<file path="src/apuBusPkg.sv">
package apuBusPkg;

	// CPU master request, held stable by the master until it sees ack
	typedef struct packed {
		logic cyc;
		logic stb;
		logic we;
		logic [15:0] adr;
		logic [7:0] dat;
	} wbReq_t;

	// Slave response, ack lasts one CLK cycle and carries the read byte
	typedef struct packed {
		logic ack;
		logic [7:0] dat;
	} wbRsp_t;

endpackage

</file>
<file path="src/apuRegsPkg.sv">
package apuRegsPkg;

	// The register window covers 4000h to 401Fh
	localparam logic [15:0] RegBase = 16'h4000;
	localparam logic [15:0] RegMask = 16'hFFE0;

	// Register 401Ah can only be written in debug mode
	localparam logic [4:0] DbgWrIdx = 5'h1A;

	typedef enum logic [2:0] {
		RD_OPEN,
		RD_STATUS,
		RD_PAD1,
		RD_PAD2,
		RD_DBG0,
		RD_DBG1,
		RD_DBG2
	} readSel_t;

	// One write strobe per register, indexed by address bits 4:0
	typedef struct packed {
		logic [31:0] wrMask;
		readSel_t rdSel;
	} regStrobe_t;

	typedef struct packed {
		logic [4:0] pad1;
		logic [4:0] pad2;
	} pad_t;

	// Write event sent toward the sound channels
	typedef struct packed {
		logic valid;
		logic [4:0] idx;
		logic [7:0] data;
	} regWrite_t;

endpackage

</file>
<file path="src/ApuBusFsm.sv">
module ApuBusFsm (
	input  logic CLK,
	input  logic rst,
	input  logic cycleStart,
	input  logic cycleEnd,
	input  apuBusPkg::wbReq_t wbReq,
	input  logic [7:0] rdData,
	output apuBusPkg::wbRsp_t wbRsp,
	output apuBusPkg::wbReq_t access,
	output logic busAct
);

	typedef enum logic [1:0] {
		IDLE,
		WAIT,
		ACTIVE
	} state_t;

	state_t state;

	always_ff @(posedge CLK) begin
		if (rst) begin
			state <= IDLE;
		end else begin
			case (state)
				IDLE: begin
					if (wbReq.cyc && wbReq.stb) begin
						state <= WAIT;
					end
				end
				// A request waits here for the next CPU cycle boundary
				WAIT: begin
					if (cycleStart) begin
						state <= ACTIVE;
					end
				end
				ACTIVE: begin
					if (cycleEnd) begin
						state <= IDLE;
					end
				end
				default: state <= IDLE;
			endcase
		end
	end

	// The decoder sees this copy, so the address stays put for the whole CPU cycle
	always_ff @(posedge CLK) begin
		if (state == WAIT && cycleStart) begin
			access <= wbReq;
		end
	end

	assign busAct = state == ACTIVE;

	always_comb begin
		wbRsp.ack = busAct && cycleEnd;
		wbRsp.dat = rdData;
	end

	// The master keeps cyc and stb up from the request until it has taken the ack
	assert property (@(posedge CLK) disable iff (rst)
		state != IDLE |-> wbReq.cyc && wbReq.stb);

endmodule

</file>
<file path="src/ApuPhaseDivider.sv">
module ApuPhaseDivider #(
	parameter int ClkDiv = 12
) (
	input  logic CLK,
	input  logic rst,
	output logic phi1,
	output logic cycleStart,
	output logic cycleEnd
);

	localparam int CntW = $clog2(ClkDiv);
	localparam logic [CntW-1:0] LastCount = CntW'(ClkDiv - 1);
	localparam logic [CntW-1:0] HalfCount = CntW'(ClkDiv / 2);

	logic [CntW-1:0] count;

	always_ff @(posedge CLK) begin
		if (rst || count == LastCount) begin
			count <= '0;
		end else begin
			count <= count + 1'b1;
		end
	end

	// PHI1 is the first half of the CPU cycle, PHI2 the second
	assign phi1 = count < HalfCount;
	assign cycleStart = count == '0;
	assign cycleEnd = count == LastCount;

endmodule

</file>
<file path="src/ApuReadMux.sv">
module ApuReadMux (
	input  logic CLK,
	input  logic rst,
	input  logic cycleEnd,
	input  logic busAct,
	input  apuBusPkg::wbReq_t access,
	input  apuRegsPkg::readSel_t rdSel,
	input  logic [4:0] status,
	input  apuRegsPkg::pad_t pads,
	input  logic [7:0] dbg0,
	input  logic [7:0] dbg1,
	input  logic [7:0] dbg2,
	output logic [7:0] rdData
);

	// Last byte seen on the CPU data bus
	logic [7:0] openBus;

	always_comb begin
		case (rdSel)
			apuRegsPkg::RD_STATUS: rdData = {3'b000, status};
			// Controller ports only drive the low five bits
			apuRegsPkg::RD_PAD1: rdData = {openBus[7:5], pads.pad1};
			apuRegsPkg::RD_PAD2: rdData = {openBus[7:5], pads.pad2};
			apuRegsPkg::RD_DBG0: rdData = dbg0;
			apuRegsPkg::RD_DBG1: rdData = dbg1;
			apuRegsPkg::RD_DBG2: rdData = dbg2;
			default: rdData = openBus;
		endcase
	end

	always_ff @(posedge CLK) begin
		if (rst) begin
			openBus <= '0;
		end else if (cycleEnd && busAct) begin
			openBus <= access.we ? access.dat : rdData;
		end
	end

endmodule

</file>
<file path="src/ApuRegFile.sv">
module ApuRegFile (
	input  logic CLK,
	input  logic rst,
	input  logic cycleEnd,
	input  apuRegsPkg::regStrobe_t strobe,
	input  logic [7:0] wrData,
	output apuRegsPkg::regWrite_t regWr,
	output logic [4:0] status,
	output logic [7:0] dbg0,
	output logic [7:0] dbg1,
	output logic [7:0] dbg2
);

	localparam logic [4:0] StatusIdx = 5'h15;
	localparam logic [4:0] Dbg0Idx = 5'h00;
	localparam logic [4:0] Dbg1Idx = 5'h04;

	logic [7:0] regs [32];
	logic [4:0] wrIdx;
	logic wrAny;
	logic evValid;
	logic [4:0] evIdx;
	logic [7:0] evData;

	// The strobe is one-hot, so a plain priority scan gives the index
	always_comb begin
		wrIdx = '0;
		for (int i = 0; i < 32; i++) begin
			if (strobe.wrMask[i]) begin
				wrIdx = 5'(i);
			end
		end
	end

	// The byte is taken on the last CLK of the CPU cycle late in PHI2
	assign wrAny = cycleEnd && |strobe.wrMask;

	always_ff @(posedge CLK) begin
		if (rst) begin
			for (int i = 0; i < 32; i++) begin
				regs[i] <= '0;
			end
			evValid <= 1'b0;
		end else begin
			evValid <= wrAny;
			if (wrAny) begin
				regs[wrIdx] <= wrData;
			end
		end
	end

	always_ff @(posedge CLK) begin
		evIdx <= wrIdx;
		evData <= wrData;
	end

	assign regWr = '{valid: evValid, idx: evIdx, data: evData};
	assign status = regs[StatusIdx][4:0];
	assign dbg0 = regs[Dbg0Idx];
	assign dbg1 = regs[Dbg1Idx];
	assign dbg2 = regs[apuRegsPkg::DbgWrIdx];

	// Only one register may take the data bus at a time
	assert property (@(posedge CLK) disable iff (rst) $onehot0(strobe.wrMask));

endmodule

</file>
<file path="src/ApuRegsBlock.sv">
module ApuRegsBlock (
	input  apuBusPkg::wbReq_t access,
	input  logic busAct,
	input  logic phi1,
	input  logic dbg,
	output apuRegsPkg::regStrobe_t strobe
);

	// Registers 4000h to 4008h, 400Ah to 400Ch and 400Eh to 4017h take writes
	localparam logic [31:0] WrMap = 32'h00FF_DDFF;

	logic hit;
	logic wrHit;
	logic rdHit;
	logic [4:0] idx;
	logic [31:0] wrMask;

	assign hit = (access.adr & apuRegsPkg::RegMask) == apuRegsPkg::RegBase;
	assign idx = access.adr[4:0];

	// Writes are disabled during PHI1
	assign wrHit = busAct && hit && access.we && !phi1;
	assign rdHit = busAct && hit && !access.we;

	always_comb begin
		for (int i = 0; i < 32; i++) begin
			wrMask[i] = wrHit && (idx == 5'(i)) &&
				(WrMap[i] || (dbg && 5'(i) == apuRegsPkg::DbgWrIdx));
		end
	end

	always_comb begin
		strobe.wrMask = wrMask;
		strobe.rdSel = apuRegsPkg::RD_OPEN;
		if (rdHit) begin
			case (idx)
				5'h15: strobe.rdSel = apuRegsPkg::RD_STATUS;
				5'h16: strobe.rdSel = apuRegsPkg::RD_PAD1;
				5'h17: strobe.rdSel = apuRegsPkg::RD_PAD2;
				// Debug registers read as open bus unless the debug pad is set
				5'h18: begin
					if (dbg) begin
						strobe.rdSel = apuRegsPkg::RD_DBG0;
					end
				end
				5'h19: begin
					if (dbg) begin
						strobe.rdSel = apuRegsPkg::RD_DBG1;
					end
				end
				5'h1A: begin
					if (dbg) begin
						strobe.rdSel = apuRegsPkg::RD_DBG2;
					end
				end
				default: strobe.rdSel = apuRegsPkg::RD_OPEN;
			endcase
		end
	end

endmodule

</file>
<file path="src/ApuRegsTop.sv">
module ApuRegsTop #(
	parameter int ClkDiv = 12
) (
	input  logic CLK,
	input  logic rst,
	input  apuBusPkg::wbReq_t wbReq,
	input  apuRegsPkg::pad_t pads,
	input  logic dbg,
	output apuBusPkg::wbRsp_t wbRsp,
	output apuRegsPkg::regWrite_t regWr
);

	logic phi1;
	logic cycleStart;
	logic cycleEnd;
	logic busAct;
	apuBusPkg::wbReq_t access;
	apuRegsPkg::regStrobe_t strobe;
	logic [7:0] rdData;
	logic [4:0] status;
	logic [7:0] dbg0;
	logic [7:0] dbg1;
	logic [7:0] dbg2;

	ApuPhaseDivider #(.ClkDiv(ClkDiv)) i_ApuPhaseDivider (
		.CLK(CLK), .rst(rst), .phi1(phi1), .cycleStart(cycleStart), .cycleEnd(cycleEnd)
	);

	ApuBusFsm i_ApuBusFsm (
		.CLK(CLK), .rst(rst), .cycleStart(cycleStart), .cycleEnd(cycleEnd),
		.wbReq(wbReq), .rdData(rdData), .wbRsp(wbRsp), .access(access), .busAct(busAct)
	);

	ApuRegsBlock i_ApuRegsBlock (
		.access(access), .busAct(busAct), .phi1(phi1), .dbg(dbg), .strobe(strobe)
	);

	// Write data comes from the latched access, not the live bus
	ApuRegFile i_ApuRegFile (
		.CLK(CLK), .rst(rst), .cycleEnd(cycleEnd), .strobe(strobe), .wrData(access.dat),
		.regWr(regWr), .status(status), .dbg0(dbg0), .dbg1(dbg1), .dbg2(dbg2)
	);

	ApuReadMux i_ApuReadMux (
		.CLK(CLK), .rst(rst), .cycleEnd(cycleEnd), .busAct(busAct), .access(access),
		.rdSel(strobe.rdSel), .status(status), .pads(pads),
		.dbg0(dbg0), .dbg1(dbg1), .dbg2(dbg2), .rdData(rdData)
	);

endmodule

</file>
<file path="config.mk">
export PLATFORM = sky130hd
export DESIGN_NAME = ApuRegsTop
export DESIGN_NICKNAME = d
export VERILOG_FILES = /design/src/apuBusPkg.sv /design/src/apuRegsPkg.sv /design/src/ApuBusFsm.sv /design/src/ApuPhaseDivider.sv /design/src/ApuReadMux.sv /design/src/ApuRegFile.sv /design/src/ApuRegsBlock.sv /design/src/ApuRegsTop.sv
export SDC_FILE = /design/constraint.sdc
export NUM_CORES = 1
export LEC_CHECK = 0
export BUFFER_PORTS_ARGS = -buffer_cell sky130_fd_sc_hd__buf_4
export CORE_ASPECT_RATIO = 0.75
export CORE_MARGIN = 10
export CORE_UTILIZATION = 43
export CTS_CLUSTER_SIZE = 14
export DETAILED_ROUTE_END_ITERATION = 6
export SLEW_MARGIN = 20
export SYNTH_ARGS = -nofsm -noshare
export SYNTH_HDL_FRONTEND = slang
export SYNTH_SLANG_ARGS = --single-unit
</file>
<file path="constraint.sdc">
create_clock -name CLK -period 3.3 [get_ports CLK]
set_clock_uncertainty 0.05 [all_clocks]
set_input_delay 0.495 -clock CLK [delete_from_list [all_inputs] [get_ports CLK]]
set_output_delay 0.495 -clock CLK [all_outputs]
set_load 0.02 [all_outputs]
</file>
==> results.sh, run 1 <==
export IMPL_grt_pass1_vias=2901
export IMPL_worstSetupEndpoint="wbRsp[1]"
export IMPL_rows=29
export IMPL_drtIter0Drc=208
export IMPL_total_power_mw=2.326
export IMPL_grt_usage_pct=15.97
export IMPL_status="complete, no violations"
export IMPL_clk_path_buf_depth=2
export IMPL_synth_fp_nets=367
export IMPL_root_buffer="clkbuf_16"
export IMPL_cp_start_kind="flip-flop"
export IMPL_cts_sinks=82
export IMPL_grt_max_degree=24
export IMPL_ys_warn_count=0
export IMPL_r2r_end="i_ApuRegFile.regs[0][2]$_SDFFCE_PN0P_"
export IMPL_worstPathMaxFanout=11
export IMPL_ys_seq_area_share_pct=59.34
export IMPL_clk_pin_slew_ps=70
export IMPL_placed_cells=496
export IMPL_maxCapViolations=0
export IMPL_drive_gt1_share_pct=30.05
export IMPL_cp_required_ps=2750
export IMPL_synth_edf_count=54
export IMPL_cts_buffers=9
export IMPL_routed_wl_um=10050
export IMPL_dieArea_um2=12690
export IMPL_ant_nets=0
export IMPL_ys_flop_type="edfxtp_1"
export IMPL_core_um2=8382
export IMPL_r2r_cells=7
export IMPL_hold_class="in2reg"
export IMPL_finalHoldViolations=0
export IMPL_p_leak_nw=1.905
export IMPL_ff2ff_setup_slack_ps=370
export IMPL_finalNetCount=453
export IMPL_die_height_um=100.1
export IMPL_antenna_found_initial=0
export IMPL_critPathLaunch="i_ApuBusFsm.access[11]$_DFFE_PP_"
export IMPL_hold_slack_ps=273.0
export IMPL_worst_slew_pin_slew_ps=661.2
export IMPL_critPathKind="reg2out"
export IMPL_drc_errors=0
export IMPL_syn_area_um2=3677
export IMPL_syn_to_final_growth_pct=29.16
export IMPL_clkLatencyLatePin_ps=340
export IMPL_tritoncts="built"
export IMPL_postCtsHoldBufs=0
export IMPL_die_x_um=126.8
export IMPL_gp_congestion=0.8529
export IMPL_netlist_instances=325
export IMPL_io_buffer_count=62
export IMPL_synth_area_leaders="edfxtp_1 (44%), dfxtp_1 (15%), and2_1 (4.4%), o21ai_0 (3.0%), nor2_1 (2.9%)"
export IMPL_fmax_mhz=316.1
export IMPL_finalMaxSlewViolations=0
export IMPL_h_tree_depth=3
export IMPL_ys_types=56
export IMPL_synth_seq_cells=82
export IMPL_critical_path_endpoint_type="output pin"
export IMPL_synthArstFlopShare_pct=0
export IMPL_period_needed_ps=3164
export IMPL_syn_avg_cell_area_um2=11.31
export IMPL_setup_violations=0
export IMPL_drtPass1Iterations=4
export IMPL_dp_hpwl_um=6978
export IMPL_final_cells=524
export IMPL_grt_pass1_wl_um=16020
export IMPL_maxSlewHeadroom_pct=55.45
export IMPL_wl_per_cell_um=19.18
export IMPL_grt_overflow_total=0
export IMPL_start_util_pct=43.87
export IMPL_diodes=0
export IMPL_vdd_drop_max_v=0.0003548
export IMPL_yosys_area_top_type_share_pct=44.10
export IMPL_period_share_pct=95.86
export IMPL_p_per_area_nw_per_um2=489.6
export IMPL_critPathArrivalTime_ps=2620
export IMPL_vias_per_cell=5.517
export IMPL_dr_total_vias=2891
export IMPL_yosysTopAreaCell="edfxtp_1"
export IMPL_rr_startpoint="i_ApuBusFsm.access[10]$_DFFE_PP_"
export IMPL_ioPinCount=63
state kept, by name (all words and copies together), names as in the netlist:
register / count
i_ApuReadMux.openBus: 8
i_ApuRegFile.regs: 29
i_ApuRegFile.evIdx: 5
i_ApuRegFile.evData: 8
i_ApuBusFsm.access: 25
i_ApuBusFsm.state: 2
i_ApuRegFile.evValid: 1
i_ApuPhaseDivider.count: 4
cell families (layout without fill, tap and decap cells):
| group | count (synthesis) | count (layout) | share of synthesized area, % |
|---|---|---|---|
| mux | 6 | 6 | 1.905 |
| simple gates | 138 | 138 | 21.71 |
| compound gates | 69 | 69 | 12.93 |
| flops | 82 | 82 | 59.34 |
| xor+xnor | 1 | 1 | 0.2382 |
| fa+ha+maj | 2 | 2 | 0.6804 |
| buf+inv | 27 | 118 | 3.199 |
per-stage QoR:
| stage | utilization, % | area, µm² | TNS (ps) | worst slack [ps] |
|---|---|---|---|---|
| finish | 56.67 | 4750 | 0 | 136.5 |
| detailed placement | 51.62 | 4327 | 0 | 163.0 |
| global route | 56.67 | 4750 | -28.81 | -28.33 |
| floorplan | - | 3677 | 0 | 475.7 |
| global placement | 51.62 | 4327 | 0 | 252.6 |
| CTS | 55.65 | 4664 | 0 | 66.59 |
how the worst min path moves through the flow:
| stage | from | endpoint | slack, ps | cells past startpoint |
|---|---|---|---|---|
| after floorplan | i_ApuBusFsm.access[0]$_DFFE_PP_ | i_ApuRegFile.evData[0]$_DFF_P_ | 300 | 0 |
| after global placement | i_ApuBusFsm.access[0]$_DFFE_PP_ | i_ApuRegFile.evData[0]$_DFF_P_ | 370 | 0 |
| after detailed placement | i_ApuBusFsm.access[0]$_DFFE_PP_ | i_ApuRegFile.evData[0]$_DFF_P_ | 360 | 0 |
| after CTS | wbReq[1] | i_ApuBusFsm.access[1]$_DFFE_PP_ | 270 | 1 |
| after global routing | wbReq[23] | i_ApuBusFsm.access[23]$_DFFE_PP_ | 260 | 1 |
| final | wbReq[1] | i_ApuBusFsm.access[1]$_DFFE_PP_ | 270 | 1 |
where the power goes:
part	total, mW	leakage [nW]	switching (mW)	internal (mW)
Clock	1.02	0.148	0.423	0.597
Sequential	1.16	0.756	0.0246	1.13
Combinational	0.147	1.00	0.0775	0.0692
Total	2.33	1.91	0.525	1.80
area by class of cell:
| class | count | area, µm² |
|---|---|---|
| tap | 108 | 135.1 |
| multi-input combinational | 216 | 1408 |
| clock inverter | 6 | 73.82 |
| clock buffer | 10 | 229.0 |
| fill | 726 | 3632 |
| sequential | 82 | 2182 |
| inverter | 13 | 48.80 |
| timing repair buffer | 89 | 673.1 |
cell usage after synthesis, types with 4 or more instances:
cell	n
nand3_1	6
or2_2	4
o21ai_0	22
nand3b_1	4
inv_1	13
nor2_1	28
dfxtp_1	28
a21oi_1	14
o22ai_1	4
o2111a_1	4
a32oi_1	4
or3_1	7
edfxtp_1	54
mux2_2	4
nand4_1	4
buf_2	4
and3_1	6
clkbuf_1	8
nor3_1	13
nand2_1	18
and2_1	26
nor2b_1	5
per-layer routing:
metal  part of all wire, %  GRT usage (%)
met2                    44          22.23
met1                    45          22.30
met4                   1.2          4.279
met5                     0              0
met3                   9.9          6.424
placed cells by master, fill, tap and decap left out, drive strengths merged, types with 3 or more instances in the layout:
cell type  count
and2          26
nand4          4
and3           6
nand2         18
a21oi         14
clkbuf        10
mux2           5
or3            7
edfxtp        54
a32oi          4
nor3          15
inv           16
o2111a         4
o22ai          4
nand3          7
or2            4
nor2b          5
a311oi         3
nand3b         4
dfxtp         28
nor4           3
and3b          4
nor2          28
o21ai         22
buf           88
critical path, cell delays in order, from the launching register on:
cell,delay (ps)
edfxtp_1,410
buf_4,160
or2b_1,250
o2bb2ai_1,220
nand4_1,170
buf_4,220
nand3b_1,240
o2111a_1,320
nor2_1,130
buf_4,160
timing repair:
item | in CTS | in global routing
buffers inserted | 4 | 8
setup endpoints to repair | 8 | 5
gates resized for setup | 2 | 3
pin swaps | 1 | 0
(Power assumes the default switching activity.)
==> inputs of run 2 (changes only) <==
- CELL_PAD_IN_SITES_DETAIL_PLACEMENT: default -> 1
- CELL_PAD_IN_SITES_GLOBAL_PLACEMENT: default -> 2
- CORE_UTILIZATION: 43 -> 36
- PLACE_DENSITY_LB_ADDON: default -> 0.1
==> run 2 against run 1 <==
  * First-iteration DRC count decreased by 20%
  * Via count decreased by 0.17%
  * Clock power decreased by 9%
  * Combinational power about the same
  * Worst hold slack improved by 3.4 ps
  * Final cell count increased by 5.5%
  * Fmax decreased by 1.3%
  * Non-clock buffer count increased by 5
  * Setup slack got worse by 41 ps
  * Wire length increased by 6.6%
  * Global-route usage decreased by 1.2 points
  * Largest power group unchanged
  * Highest routed layer unchanged
==> results.sh, run 2 (synthesis results as in run 1) <==
export IMPL_fin_setup_tns_ps=0
export IMPL_grt_pass1_wl_um=16570
export IMPL_p_int_mw=1.737
export IMPL_dieArea_um2=14700
export IMPL_grt_max_degree=24
export IMPL_setup_violations=0
export IMPL_tritoncts="built"
export IMPL_drtPass1Iterations=4
export IMPL_grt_usage_pct=14.75
export IMPL_finalMaxSlewViolations=0
export IMPL_clk_pin_slew_ps=60
export IMPL_cp_required_ps=2750
export IMPL_die_x_um=136.7
export IMPL_die_height_um=107.5
export IMPL_final_common_cell="buf_4"
export IMPL_period_needed_ps=3204
export IMPL_dp_hpwl_um=7752
export IMPL_start_util_pct=37.47
export IMPL_routed_wl_um=10710
export IMPL_finalNetCount=458
export IMPL_r2r_cells=7
export IMPL_critPathArrivalTime_ps=2660
export IMPL_total_power_mw=2.246
export IMPL_antenna_found_initial=0
export IMPL_core_um2=9813
export IMPL_diodes=0
export IMPL_rows=31
export IMPL_root_buffer="clkbuf_16"
export IMPL_h_tree_depth=3
export IMPL_cts_buffers=9
export IMPL_drtIter0Drc=166
export IMPL_cts_sinks=82
export IMPL_critPathKind="reg2out"
export IMPL_status="complete, no violations"
export IMPL_placed_cells=529
export IMPL_whs_path_depth=1
export IMPL_grt_overflow_total=0
export IMPL_maxCapViolations=0
export IMPL_syn_to_final_growth_pct=30.32
export IMPL_vias_per_cell=5.219
export IMPL_drc_errors=0
export IMPL_dr_total_vias=2886
export IMPL_final_cell_mix="buf_4 (93), edfxtp_1 (54), nor2_1 (28), dfxtp_1 (28), and2_1 (26)"
export IMPL_worstPathMaxFanout=3
export IMPL_wl_per_cell_um=19.37
export IMPL_cp_start_kind="flip-flop"
export IMPL_io_buffer_count=62
export IMPL_p_sw_mw=0.5089
export IMPL_critical_path_endpoint_type="output pin"
export IMPL_gp_congestion=0.7788
export IMPL_grt_pass1_vias=2984
export IMPL_period_share_pct=97.10
export IMPL_clk_path_buf_depth=2
export IMPL_maxSlewHeadroom_pct=64.47
export IMPL_top_register="i_ApuRegFile.regs"
export IMPL_swShare_pct=22.66
export IMPL_vdd_drop_max_v=0.0003066
export IMPL_hold_slack_ps=276.4
export IMPL_largest_register_ffs=29
export IMPL_ant_nets=0
export IMPL_clkLatencyLatePin_ps=340
export IMPL_ioPinCount=63
export IMPL_drive_gt1_share_pct=30.88
export IMPL_fmax_mhz=312.1
export IMPL_reg_top3="i_ApuRegFile.regs (29), i_ApuBusFsm.access (25)"
export IMPL_p_per_area_nw_per_um2=468.6
export IMPL_p_leak_nw=1.907
export IMPL_postCtsHoldBufs=0
export IMPL_hold_class="in2reg"
export IMPL_p_seq_share_pct=51.8
export IMPL_final_cells=553
export IMPL_comb_power_share_pct=6.6
export IMPL_worst_slew_pin_slew_ps=530.1
export IMPL_final_core_util_pct=48.83
export IMPL_finalHoldViolations=0
export IMPL_pwr_share_clk_pct=41.5
[run 2: cell count changes in the layout (fill, tap and decap cells not counted), moves of 2 or more]
cell,delta
buf_4,+5
clkinvlp_4,+3
inv_6,-3
clkinv_4,-2
[run 2: power by group through the flow]
stage | Clock (mW) | Sequential, mW | Combinational (mW)
2_1_floorplan | 0 | 1.18 | 0.0657
3_3_place_gp | 0 | 1.18 | 0.140
3_5_place_dp | 0 | 1.19 | 0.142
4_1_cts | 0.953 | 1.16 | 0.142
5_1_grt | 0.991 | 1.17 | 0.165
6_report | 0.933 | 1.16 | 0.148
[run 2: final timing paths]
path,start,endpoint,slack [ps]
worst max-delay path,i_ApuBusFsm.access[13]$_DFFE_PP_,wbRsp[0],100
worst min-delay path,wbReq[13],i_ApuBusFsm.access[13]$_DFFE_PP_,280
worst max register to register,i_ApuBusFsm.access[23]$_DFFE_PP_,i_ApuRegFile.regs[0][7]$_SDFFCE_PN0P_,540
worst min register to register,i_ApuBusFsm.access[0]$_DFFE_PP_,i_ApuRegFile.evData[0]$_DFF_P_,360
[run 2: cell type report]
cell class              count  area [µm²]
multi-input cells         216        1411
inverters                  13       48.80
clock buffers              12       246.5
fillers                  1046        5021
repair buffers             94       709.4
well taps                 132       165.2
flip-flops and latches     82        2182
clock inverters             4       28.78
[run 2: per-layer routing]
layer | track usage (%) | vias up | wire length (µm)
met3 | 5.830 | 8 | 886
met4 | 4.552 | 0 | 132
met1 | 19.87 | 1401 | 5042
met2 | 21.16 | 90 | 4653
li1 | - | 1387 | -
met5 | 0 | - | 0
[run 2: critical path, stage by stage, from the launching register on]
cell and delay, ps:
edfxtp_1 430, nor4_4 370, nand3_1 210, or3_4 390, mux2_4 310, a221oi_2 330
a21oi_1 110, buf_4 170
[run 2: through the flow]
step           worst slack, ps  cell area (µm²)
5_1_grt                 -54.51             4792
4_1_cts                  7.496             4700
6_report                 95.75             4792
3_3_place_gp             413.6             4424
3_5_place_dp             387.0             4424
2_1_floorplan            475.7             3677
[run 2: timing repair]
action | 4_1_cts | 5_1_grt
resized for setup | 0 | 6
buffers inserted | 0 | 7
endpoints found under the setup margin | 0 | 4
